==> src/cd_defs.svh <==
// cd_defs: bus-wide width and CRC constants for the single-wire byte bus
`ifndef CD_DEFS_SVH
`define CD_DEFS_SVH

// bit period counter width
`define CD_PERIOD_W 16

// idle length counter width
`define CD_IDLE_W 8

// reflected CRC-16 polynomial
`define CD_CRC_POLY 16'hA001

`define CD_CRC_INIT 16'hFFFF

`endif

==> src/cd_bus_pkg.sv <==
// cd_bus_pkg: line timing and state machine types for the byte bus
`include "cd_defs.svh"

package cd_bus_pkg;

    typedef logic [`CD_PERIOD_W-1:0] period_t;   // cycles per bit minus one
    typedef logic [`CD_IDLE_W-1:0]   idle_len_t; // idle bit times before a frame

    typedef enum logic [1:0] {
        RX_WAIT,
        RX_BUS_IDLE,
        RX_DATA
    } rx_state_t;

    typedef enum logic [1:0] {
        TX_IDLE,
        TX_START,
        TX_DATA,
        TX_STOP
    } tx_state_t;

endpackage

==> src/cd_frame_pkg.sv <==
// cd_frame_pkg: data byte and CRC value types for bus frames

package cd_frame_pkg;

    // one payload byte, lsb goes first on the line
    typedef logic [7:0] byte_t;

    // running CRC-16 value
    typedef logic [15:0] crc_t;

endpackage

==> src/serial_crc.sv <==
// serial_crc: bit-serial reflected CRC-16, one bit per data_clk strobe
`timescale 1ns/100ps
`include "cd_defs.svh"

module serial_crc (
    input  logic               clk,
    input  logic               reset_n,
    input  logic               clean,    // reload start value
    input  logic               data_clk, // shift one bit
    input  logic               data_in,
    output cd_frame_pkg::crc_t crc_out
);

    cd_frame_pkg::crc_t crc_next;
    logic               feedback;

    assign feedback = crc_out[0] ^ data_in; // lsb first

    always_comb begin
        crc_next = crc_out >> 1;
        if (feedback)
            crc_next = crc_next ^ `CD_CRC_POLY;
    end

    always_ff @(posedge clk or negedge reset_n) begin
        if (!reset_n)
            crc_out <= `CD_CRC_INIT;
        else if (clean)
            crc_out <= `CD_CRC_INIT;
        else if (data_clk)
            crc_out <= crc_next;
    end

endmodule

==> src/rx_ser.sv <==
// rx_ser: dual-rate byte deserializer with bus idle detection and running CRC
`timescale 1ns/100ps
`include "cd_defs.svh"

module rx_ser (
    input  logic                  clk,
    input  logic                  reset_n,
    input  cd_bus_pkg::period_t   period_ls,     // first byte rate
    input  cd_bus_pkg::period_t   period_hs,     // follow byte rate
    input  cd_bus_pkg::idle_len_t idle_len,
    output logic                  bus_idle,
    output logic                  tx_permit,
    input  logic                  wait_bus_idle, // force back to WAIT
    input  logic                  rx,            // already synchronized
    output cd_frame_pkg::byte_t   data,
    output cd_frame_pkg::crc_t    crc_data,
    output logic                  data_clk
);

    localparam logic [`CD_IDLE_W-1:0] BIT_NONE = '1;
    localparam logic [`CD_IDLE_W-1:0] STOP_BIT = 9;

    cd_bus_pkg::rx_state_t state;
    cd_bus_pkg::period_t   period_cnt;
    cd_bus_pkg::period_t   period_cur;
    cd_bus_pkg::period_t   half_period;
    logic [`CD_IDLE_W-1:0] bit_cnt;
    logic                  allow_data;    // inside a frame, more bytes may follow
    logic                  is_first_byte;
    logic                  inside_byte;
    logic                  mid_bit;
    logic                  sample_now;
    logic                  take_bit;
    logic                  stop_ok;
    cd_frame_pkg::byte_t   shift_reg;
    logic                  crc_clean;
    logic                  crc_data_clk;
    logic                  crc_rx;

    assign period_cur  = (inside_byte && !is_first_byte) ? period_hs : period_ls;
    assign half_period = period_cur >> 1;
    assign mid_bit     = (period_cnt == half_period);
    assign bus_idle    = (state == cd_bus_pkg::RX_BUS_IDLE);
    assign tx_permit   = bus_idle; // no arbitration yet

    assign sample_now = (state == cd_bus_pkg::RX_DATA) && mid_bit && !wait_bus_idle;
    assign take_bit   = sample_now && (bit_cnt != '0) && (bit_cnt != STOP_BIT);
    assign stop_ok    = sample_now && (bit_cnt == STOP_BIT) && rx;

    always_ff @(posedge clk or negedge reset_n) begin
        if (!reset_n) begin
            state         <= cd_bus_pkg::RX_WAIT;
            allow_data    <= 1'b0;
            bit_cnt       <= BIT_NONE;
            period_cnt    <= '0;
            is_first_byte <= 1'b1;
            inside_byte   <= 1'b0;
            data_clk      <= 1'b0;
            crc_clean     <= 1'b0;
            crc_data_clk  <= 1'b0;
            crc_rx        <= 1'b1;
        end else begin
            data_clk     <= 1'b0;
            crc_clean    <= 1'b0;
            crc_data_clk <= 1'b0;
            crc_rx       <= rx;   // lines up with crc_data_clk

            period_cnt <= period_cnt + 1'b1;
            if (period_cnt >= period_cur) begin
                period_cnt <= '0;
                bit_cnt    <= bit_cnt + 1'b1;
            end

            if (wait_bus_idle) begin
                bit_cnt    <= BIT_NONE;
                allow_data <= 1'b0;
                state      <= cd_bus_pkg::RX_WAIT;
            end else begin
                case (state)
                    cd_bus_pkg::RX_WAIT: begin
                        if (!rx) begin
                            period_cnt <= '0;
                            if (allow_data) begin // next byte of the frame
                                bit_cnt     <= '0;
                                inside_byte <= 1'b1;
                                state       <= cd_bus_pkg::RX_DATA;
                            end else begin
                                bit_cnt       <= BIT_NONE;
                                is_first_byte <= 1'b1;
                            end
                        end else begin
                            if (period_cnt == period_cur)
                                inside_byte <= 1'b0; // last bit over
                            if (bit_cnt != BIT_NONE && bit_cnt >= idle_len) begin
                                is_first_byte <= 1'b1;
                                state         <= cd_bus_pkg::RX_BUS_IDLE;
                            end
                        end
                    end

                    cd_bus_pkg::RX_BUS_IDLE: begin
                        if (!rx) begin
                            period_cnt  <= '0;
                            bit_cnt     <= '0;
                            crc_clean   <= 1'b1; // new frame
                            inside_byte <= 1'b1;
                            state       <= cd_bus_pkg::RX_DATA;
                        end
                    end

                    cd_bus_pkg::RX_DATA: begin
                        if (mid_bit) begin
                            if (bit_cnt == '0) begin
                                if (rx) begin // false start
                                    bit_cnt    <= BIT_NONE;
                                    allow_data <= 1'b0;
                                    state      <= cd_bus_pkg::RX_WAIT;
                                end
                            end else if (bit_cnt == STOP_BIT) begin
                                bit_cnt    <= BIT_NONE;
                                state      <= cd_bus_pkg::RX_WAIT;
                                allow_data <= rx; // bad stop kills the frame
                                if (rx) begin
                                    is_first_byte <= 1'b0; // rest at high rate
                                    data_clk      <= 1'b1;
                                end
                            end else begin
                                crc_data_clk <= 1'b1;
                            end
                        end
                    end

                    default: state <= cd_bus_pkg::RX_WAIT;
                endcase
            end
        end
    end

    always_ff @(posedge clk) begin
        if (take_bit)
            shift_reg <= {rx, shift_reg[7:1]}; // lsb arrives first
        if (stop_ok)
            data <= shift_reg;
    end

    serial_crc u_rx_crc (
        .clk      (clk),
        .reset_n  (reset_n),
        .clean    (crc_clean),
        .data_clk (crc_data_clk),
        .data_in  (crc_rx),
        .crc_out  (crc_data)
    );

endmodule

==> src/tx_ser.sv <==
// tx_ser: frame serializer, first byte at low rate and follow bytes at high rate
`timescale 1ns/100ps

module tx_ser (
    input  logic                clk,
    input  logic                reset_n,
    input  cd_bus_pkg::period_t period_ls,
    input  cd_bus_pkg::period_t period_hs,
    input  logic                tx_permit,
    input  logic                tx_load,   // one-cycle strobe
    input  cd_frame_pkg::byte_t tx_byte,
    output logic                tx_line,
    output logic                tx_busy,
    output logic                tx_next,   // start of stop bit
    output logic                tx_drop,
    output cd_frame_pkg::crc_t  tx_crc
);

    cd_bus_pkg::tx_state_t state;
    cd_bus_pkg::period_t   period_cnt;
    cd_bus_pkg::period_t   period_cur;
    logic                  period_end;
    logic [2:0]            bit_cnt;
    cd_frame_pkg::byte_t   shift_reg;
    logic                  is_first_byte;
    logic                  load_pending;
    logic                  crc_clean;
    logic                  crc_data_clk;
    logic                  crc_bit;

    assign period_cur = is_first_byte ? period_ls : period_hs;
    assign period_end = (period_cnt >= period_cur);

    always_ff @(posedge clk or negedge reset_n) begin
        if (!reset_n) begin
            state         <= cd_bus_pkg::TX_IDLE;
            period_cnt    <= '0;
            bit_cnt       <= '0;
            shift_reg     <= '0;
            is_first_byte <= 1'b1;
            load_pending  <= 1'b0;
            tx_line       <= 1'b1;
            tx_busy       <= 1'b0;
            tx_next       <= 1'b0;
            tx_drop       <= 1'b0;
            crc_clean     <= 1'b0;
            crc_data_clk  <= 1'b0;
            crc_bit       <= 1'b0;
        end else begin
            tx_next      <= 1'b0;
            tx_drop      <= 1'b0;
            crc_clean    <= 1'b0;
            crc_data_clk <= 1'b0;
            period_cnt   <= period_end ? '0 : period_cnt + 1'b1;

            case (state)
                cd_bus_pkg::TX_IDLE: begin
                    tx_line    <= 1'b1;
                    period_cnt <= '0;
                    if (tx_load) begin
                        if (tx_permit) begin
                            shift_reg     <= tx_byte;
                            is_first_byte <= 1'b1;
                            tx_line       <= 1'b0; // start bit next cycle
                            tx_busy       <= 1'b1;
                            crc_clean     <= 1'b1;
                            state         <= cd_bus_pkg::TX_START;
                        end else begin
                            tx_drop <= 1'b1;
                        end
                    end
                end

                cd_bus_pkg::TX_START, cd_bus_pkg::TX_DATA: begin
                    if (tx_load)
                        tx_drop <= 1'b1; // no room mid byte
                    if (period_end) begin
                        if (state == cd_bus_pkg::TX_DATA && bit_cnt == 3'd7) begin
                            tx_line <= 1'b1;
                            tx_next <= 1'b1;
                            state   <= cd_bus_pkg::TX_STOP;
                        end else begin
                            tx_line      <= shift_reg[0];
                            crc_bit      <= shift_reg[0];
                            crc_data_clk <= 1'b1;
                            shift_reg    <= shift_reg >> 1;
                            bit_cnt      <= (state == cd_bus_pkg::TX_START) ? 3'd0 : bit_cnt + 1'b1;
                            state        <= cd_bus_pkg::TX_DATA;
                        end
                    end
                end

                cd_bus_pkg::TX_STOP: begin
                    if (tx_load) begin // continues the frame
                        shift_reg    <= tx_byte;
                        load_pending <= 1'b1;
                    end
                    if (period_end) begin
                        load_pending <= 1'b0;
                        if (load_pending || tx_load) begin
                            is_first_byte <= 1'b0;
                            tx_line       <= 1'b0;
                            state         <= cd_bus_pkg::TX_START;
                        end else begin
                            is_first_byte <= 1'b1;
                            tx_busy       <= 1'b0;
                            state         <= cd_bus_pkg::TX_IDLE;
                        end
                    end
                end

                default: state <= cd_bus_pkg::TX_IDLE;
            endcase
        end
    end

    serial_crc u_tx_crc (
        .clk      (clk),
        .reset_n  (reset_n),
        .clean    (crc_clean),
        .data_clk (crc_data_clk),
        .data_in  (crc_bit),
        .crc_out  (tx_crc)
    );

endmodule

==> src/cd_phy.sv <==
// cd_phy: bus physical layer top with line synchronizer, receiver and transmitter
`timescale 1ns/100ps

module cd_phy (
    input  logic                  clk,
    input  logic                  reset_n,
    input  logic                  rx_line,       // asynchronous bus input
    input  cd_bus_pkg::period_t   period_ls,
    input  cd_bus_pkg::period_t   period_hs,
    input  cd_bus_pkg::idle_len_t idle_len,
    input  logic                  wait_bus_idle,
    input  logic                  tx_load,
    input  cd_frame_pkg::byte_t   tx_byte,
    output logic                  tx_line,
    output logic                  tx_busy,
    output logic                  tx_next,
    output logic                  tx_drop,
    output cd_frame_pkg::crc_t    tx_crc,
    output cd_frame_pkg::byte_t   data,
    output logic                  data_clk,
    output cd_frame_pkg::crc_t    crc_data,
    output logic                  bus_idle,
    output logic                  tx_permit
);

    logic rx_meta;
    logic rx_sync;

    // two flops, idle high out of reset
    always_ff @(posedge clk or negedge reset_n) begin
        if (!reset_n) begin
            rx_meta <= 1'b1;
            rx_sync <= 1'b1;
        end else begin
            rx_meta <= rx_line;
            rx_sync <= rx_meta;
        end
    end

    rx_ser u_rx_ser (
        .clk           (clk),
        .reset_n       (reset_n),
        .period_ls     (period_ls),
        .period_hs     (period_hs),
        .idle_len      (idle_len),
        .bus_idle      (bus_idle),
        .tx_permit     (tx_permit),
        .wait_bus_idle (wait_bus_idle),
        .rx            (rx_sync),
        .data          (data),
        .crc_data      (crc_data),
        .data_clk      (data_clk)
    );

    tx_ser u_tx_ser (
        .clk       (clk),
        .reset_n   (reset_n),
        .period_ls (period_ls),
        .period_hs (period_hs),
        .tx_permit (tx_permit), // follows bus idle
        .tx_load   (tx_load),
        .tx_byte   (tx_byte),
        .tx_line   (tx_line),
        .tx_busy   (tx_busy),
        .tx_next   (tx_next),
        .tx_drop   (tx_drop),
        .tx_crc    (tx_crc)
    );

endmodule

==> config.mk <==
export PLATFORM = sky130hd
export DESIGN_NAME = cd_phy
export DESIGN_NICKNAME = d
export VERILOG_FILES = /design/src/cd_bus_pkg.sv /design/src/cd_frame_pkg.sv /design/src/serial_crc.sv /design/src/rx_ser.sv /design/src/tx_ser.sv /design/src/cd_phy.sv
export VERILOG_INCLUDE_DIRS = /design/src /design/src/src
export SDC_FILE = /design/constraint.sdc
export NUM_CORES = 1
export LEC_CHECK = 0
export ABC_AREA = 0
export BUFFER_PORTS_ARGS = -buffer_cell sky130_fd_sc_hd__buf_4
export CAP_MARGIN = 10
export CORE_MARGIN = 3
export CORE_UTILIZATION = 52
export DETAILED_ROUTE_END_ITERATION = 12
export PLACE_DENSITY = 0.83
export SYNTH_ARGS = -nofsm -noshare
export SYNTH_HDL_FRONTEND = slang
export SYNTH_SLANG_ARGS = --single-unit
==> constraint.sdc <==
create_clock -name clk -period 3.2 [get_ports clk]
set_input_delay 0.16 -clock clk [delete_from_list [all_inputs] [get_ports clk]]
set_output_delay 0.16 -clock clk [all_outputs]
set_load 0.005 [all_outputs]
==> results of run 1 <==
[metrics by stage]
| step | instances | power, mW | hold slack (ns) |
|---|---|---|---|
| after floorplan | 681 | 2.91 | -0.136 |
| after global placement | 938 | 3.39 | 0.169 |
| after detailed placement | 938 | 3.46 | 0.176 |
| after CTS | 980 | 5.36 | 0.00188 |
| after global routing | 982 | 5.62 | 0.0193 |
| final | 982 | 5.34 | 0.0127 |
[power by group]
part / switching (mW) / internal [mW]
clock: 0.763 / 1.11
sequential: 0.273 / 1.93
combinational: 0.602 / 0.667
[cells by family after synthesis]
family	count (synthesis)
flip-flops	121
AND/OR/NAND/NOR	222
buffers and inverters	61
multiplexers	30
AO/OA/AOI/OAI	144
adder cells (fa/ha/maj)	51
XOR/XNOR	52
[layout by cell type, fill, tap and decap left out, types with 10 or more instances in the layout]
cell           netlist  routed
mux2i_1             27      27
a211o_1             29      29
nand2_1             26      25
clkbuf_16            0      19
nand4_1             12      12
dfrtp_1             59      59
buf_4                1     110
ha_1                51      51
and3_1              15      15
inv_1               37      37
xor2_1              27      27
dlygate4sd3_1        0      10
nor2b_1             37      37
nand3_1             22      22
dfstp_2             46      46
o21ai_0             26      26
edfxtp_1            16      16
a21oi_1             31      31
nor2_1              71      71
xnor2_1             25      25
[metal layers]
layer	track usage (%)	part of all wire [%]
met5	0	0
met4	11.5	2.7
met3	5.16	5.8
met2	38.3	49
met1	30.4	42
[tightest hold or removal path, stage by stage]
cell and delay (ns):
buf_4 0.08, a222oi_1 0.09, inv_1 0.06
[repair_timing]
action,CTS,global route
endpoints found under the hold margin,13,0
endpoints found under the setup margin,0,26
setup buffers,0,2
hold buffers,10,0
resized for setup,0,2
[final cells by class]
cell class / count / share of cell area (%)
multi-input cells: 499 / 41.8
flip-flops and latches: 121 / 36.5
repair buffers: 121 / 10.9
clock buffers: 20 / 5.53
well taps: 172 / 2.48
inverters: 37 / 1.60
clock inverters: 12 / 1.15
[worst max-delay path by stage]
stage | start | end | slack (ns) | depth (start not counted)
after CTS | u_tx_ser.is_first_byte | u_tx_ser.period_cnt[6] | 0.08 | 9
after global routing | u_tx_ser.is_first_byte | u_tx_ser.state[0] | 0.0006 | 10
final | u_tx_ser.is_first_byte | u_tx_ser.shift_reg[3] | 0.14 | 10
after floorplan | u_rx_ser.is_first_byte | u_rx_ser.period_cnt[10] | 0.05 | 12
after global placement | u_tx_ser.is_first_byte | u_tx_ser.period_cnt[10] | 0.22 | 10
after detailed placement | u_tx_ser.is_first_byte | u_tx_ser.period_cnt[6] | 0.07 | 9
==> metrics.md, run 1 <==
| Metric | Value |
|---|---|
| Simple logic cell fraction of the synthesized area | `16.4%` |
| Tmin final | `3.06 ns` |
| Slew @ Worst Pin | `0.920 ns` |
| Critical path's top delay family | `compound AO/OA/AOI/OAI gates` |
| Synthesis Warnings | `0` |
| Die width | `122 um` |
| Fmax | `326 MHz` |
| CP Class | `reg2reg` |
| Starting Density | `54.4%` |
| All-Layer GR Usage | `23.7%` |
| Final Setup Violations | `0` |
| Synth Area in Compound Gates | `15.2%` |
| Top post-synthesis cells by area | `dfrtp_1, dfstp_2, ha_1` |
| Post-Route Utilization | `67.0%` |
| Clk_skew | `just under 0.01 ns` |
| Post-synthesis register bit count | `about 120` |
| Multi-input logic area | `3620 um^2` |
| First-pass GRT wire length | `between 20 and 30 mm` |
| Antenna violations before repair | `0` |
| Hold Path Depth | `3` |
| DP Area | `7970 um^2` |
| Worst path cell trace | `mux2i_1, ha_1, and4_1, a2111oi_0, o21ai_1, a221oi_4, nor3b_1, buf_4, a222oi_1, inv_1` |
| Post-route cell area | `8670 um^2` |
| Port Buffers | `99` |
| Maximum Capacitance Violations | `0` |
| Post-Syn Instances | `681` |
| Share of layout cells above drive strength 1 | `25.3%` |
| Ys async rst share | `86.8%` |
| WL/cell | `17.7 um` |
| # DRC | `0` |
| Crit. End Element | `register` |
| I/O pin total | `100` |
| Cts bufs inserted | `17` |
| Rows | `41` |
| Worst reg2reg setup slack | `0.14 ns` |
| Max FO, Critical Path | `7` |
| Leakage power | `4.10 nW` |
| Fin crit share | `around 96%` |
| Die Ht | `roughly 120 um` |
| Core Region | `12,900 um^2` |
| Cell variety after synth | `67` |
| R2R depth | `10` |
| Post-synthesis cell area | `around 7000 um^2` |
| Clock sink count | `about 120` |
| Fin. Hold Viols | `0` |
| Post-synthesis average cell area | `10.3 um^2` |
| Largest stage delay on the critical path | `0.62 ns` |
| Total number of vias | `around 5,800` |
| Bufs on Longest Clock Path | `2` |
| Worst Hold End | `u_tx_ser.shift_reg[3]` |
| Inserted Diodes | `0` |
| Mux share of post-synthesis cell area | `4.36%` |
| Max-slew violations | `0` |
| Adder-cell area share of the yosys netlist | `9.08%` |
| Most frequent cell after synthesis | `nor2_1` |
| Post-Route Setup TNS | `0 ns` |
| Setup WS pre-CTS | `0.0725 ns` |
| Worst path buffer plus inverter count | `2` |
| Vias per cell | `5.89` |
| Iteration-0 DRC Markers | `550` |
| Register Area | `3170 um^2` |
| Status | `finished, final reports clean` |
| Post-synth EDFFs | `16` |
| Syn Nets | `785` |
| H-tree depth | `4` |
| Hold Crit Class | `in2reg` |
| Clk root buf | `clkbuf_16` |
| Largest net degree at the start of global routing | `44` |
| Worst-path clk slew | `0.06 ns` |
| Syn-to-layout area delta | `23.3%` |
| Critical R2R Launch | `u_tx_ser.is_first_byte` |
| Post-Route WL | `17.4 mm` |
| Yosys top cell area share | `between 20% and 30%` |
| Crit path required time | `3.49 ns` |
| PwrDens | `616 nW/um^2` |
| DR pass1 iterations | `5` |
| Slowest cell on crit path | `dfstp_2` |
| Synth Area in XOR/XNOR | `6.48%` |
| RSZ-0062 raised after global routing | `false` |
| Most frequent cells after synthesis | `nor2_1, dfrtp_1, ha_1` |
| Worst Path Arrival | `3.36 ns` |
| Clk Latency, worst-skew pair | `roughly 0.42 ns` |
| Largest family of logic cells by synthesized area | `simple AND/OR/NAND/NOR gates` |
| Startpoint class of the critical path | `register` |
| Seq/Total Area, Yosys | `about 45%` |
| Number of global-route vias before repair | `approximately 5,800` |
| Die area | `14,900 um^2` |
| Congestion Overflow GR | `0` |
| Slew headroom | `38.7%` |
| CTS tree | `done` |
| Synth area leader | `dfrtp_1` |
| Worst VDD drop | `0.416 mV` |
| Reg2reg end | `u_tx_ser.shift_reg[3]` |
| GP Congestion | `1.00` |
| Final Worst Setup Slack | `0.136 ns` |
| DP HPWL | `12.6 mm` |
| Worst Min Path Start | `tx_byte[3]` |
| Main synth FF type | `dfrtp_1` |
| Post-DRT Antenna Nets | `0` |
| Fillers | `980` |
| Total Nets Final | `901` |
No activity file was read; power rests on OpenSTA's default activity.
==> inputs of run 2 (changes only) <==
Settings changed: MAX_ROUTING_LAYER set to met4.
==> run 2 against run 1 <==
  * Clock skew decreased by 0.0037 ns
  * Register-to-register slack improved by 0.02 ns
  * Core utilization grew 0.097 points
  * Critical path depth up 1
  * Clock-buffer cell count unchanged
  * Power is 1.2% lower
  * Clock power decreased by 4%
  * Final area grew 0.14%
  * First-iteration DRC count is 20% lower
  * Largest cell class unchanged
  * Largest power group unchanged
==> metrics.md, run 2 (synthesized netlist as in run 1, its figures left out) <==
| Metric | Value |
|---|---|
| Status | `finished, final reports clean` |
| Tmin final | `3.04 ns` |
| Most common cell after layout, fill and taps aside | `buf_4` |
| Leakage power | `4.08 nW` |
| Iteration-0 DRC Markers | `between 400 and 500` |
| All-Layer GR Usage | `roughly a quarter` |
| Syn-to-layout area delta | `23.5%` |
| Maximum Capacitance Violations | `0` |
| Die area | `14,900 um^2` |
| Final Setup Violations | `0` |
| Fin crit share | `~95%` |
| DP HPWL | `12.9 mm` |
| RSZ-0062 raised after global routing | `false` |
| Share of layout cells above drive strength 1 | `25.9%` |
| Clock sink count | `around 120` |
| WL/cell | `17.6 um` |
| # DRC | `0` |
| CTS tree | `done` |
| Most frequent cells in the layout | `buf_4, nor2_1, dfrtp_1` |
| Vias per cell | `5.88` |
| Clk_skew | `0.00596 ns` |
| Post-Route Utilization | `67.1%` |
| Inserted Diodes | `0` |
| Number of global-route vias before repair | `5,700` |
| Largest net degree at the start of global routing | `83` |
| Startpoint class of the critical path | `register` |
| DR pass1 iterations | `5` |
| Max FO, Critical Path | `15` |
| Fin. Hold Viols | `0` |
| Post-Route Setup TNS | `0 ns` |
| I/O pin total | `100` |
| Crit path required time | `3.52 ns` |
| Total number of vias | `5,777` |
| Post-Route WL | `around 17 mm` |
| H-tree depth | `4` |
| GP Congestion | `1.00` |
| Worst VDD drop | `0.367 mV` |
| Slew headroom | `32.1%` |
| Max-slew violations | `0` |
| PwrDens | `608 nW/um^2` |
| Port Buffers | `99` |
| Starting Density | `54.4%` |
| Antenna violations before repair | `0` |
| Crit. End Element | `register` |
| Worst Path Arrival | `3.36 ns` |
| Rows | `41` |
| Die Ht | `approximately 120 um` |
| Post-DRT Antenna Nets | `0` |
| Total Nets Final | `902` |
| CP Class | `reg2reg` |
| Slew @ Worst Pin | `approximately 1.0 ns` |
| Clk root buf | `clkbuf_16` |
| Hold Crit Class | `in2reg` |
| Bufs on Longest Clock Path | `2` |
| Congestion Overflow GR | `0` |
| Fmax | `329 MHz` |
| Worst-path clk slew | `0.06 ns` |
| Cts bufs inserted | `17` |
| Core Region | `12,900 um^2` |
| First-pass GRT wire length | `between 20 and 30 mm` |
| Clk Latency, worst-skew pair | `between 0.4 and 0.5 ns` |
| Die width | `122 um` |
[run 2: changes by cell type in the layout (fill, tap and decap cells not counted), moves of 2 or more]
cell	before	now
clkbuf_16	19	17
clkinv_4	1	3
mux2i_2	1	3
inv_6	7	3
mux2i_1	27	25
clkinvlp_4	1	4
buf_4	110	112
[run 2: worst paths after layout]
path | end | start | depth (start not counted) | slack [ns]
worst min-delay path | u_tx_ser.shift_reg[0] | tx_byte[0] | 3 | 0.009
worst min register to register | rx_sync | rx_meta | 0 | 0.38
max in group asynchronous | u_tx_ser.u_tx_crc.crc_out[13] | reset_n | 3 | 1.82
worst max-delay path | u_rx_ser.bit_cnt[7] | u_rx_ser.is_first_byte | 11 | 0.16
worst max register to register | u_rx_ser.bit_cnt[7] | u_rx_ser.is_first_byte | 11 | 0.16
min in group asynchronous | u_rx_ser.crc_data_clk | reset_n | 2 | 0.47
[run 2: worst max-delay path, stage by stage, from the launching register on]
cell,delay [ns]
dfstp_2,0.57
nand2b_4,0.28
mux2i_1,0.40
ha_1,0.32
a21oi_1,0.12
o21ai_0,0.11
a221oi_1,0.35
nand3_1,0.18
buf_4,0.20
nand4_1,0.12
xor2_1,0.17
o21ai_0,0.09
[run 2: area by class of cell]
| cell class | count | area, um^2 |
|---|---|---|
| multi-input combinational | 499 | 3640 |
| inverter | 37 | 139 |
| fill | 1016 | 4250 |
| timing repair buffer | 122 | 951 |
| clock buffer | 20 | 447 |
| tap | 172 | 215 |
| sequential | 121 | 3170 |
| clock inverter | 12 | 118 |
[run 2: layer usage]
metal	up-vias	part of all wire [%]	global-route usage, %	routed length, um
met2	213	50	39.5	8600
met1	2836	43	31.2	7390
met3	31	5.5	4.47	958
met5	-	0	-	0
li1	2697	-	-	-
met4	0	1.8	9.03	319
[run 2: what timing repair did]
action / in CTS / in global routing
hold endpoints to repair: 71 / 0
setup buffers: 0 / 4
hold buffers: 9 / 0
endpoints found under the setup margin: 0 / 31
gates resized for setup: 0 / 11
[run 2: per-stage QoR]
| step | hold slack (ns) | setup WS (ns) | total power, mW | instance area, um^2 | cells |
|---|---|---|---|---|---|
| floorplan | -0.136 | 0.0532 | 2.91 | 7030 | 681 |
| global placement | 0.268 | 0.183 | 3.39 | 7960 | 938 |
| detailed placement | 0.271 | 0.0374 | 3.47 | 7960 | 938 |
| CTS | 0.00328 | 0.0208 | 5.29 | 8610 | 979 |
| global route | 0.00931 | 0.00511 | 5.57 | 8680 | 983 |
| finish | 0.00936 | 0.159 | 5.27 | 8680 | 983 |
[run 2: where the power goes]
group	total (mW)	switching (mW)	internal, mW	leakage (nW)
Sequential	2.18	0.255	1.93	1.42
Clock	1.80	0.706	1.10	0.264
Combinational	1.29	0.618	0.671	2.39
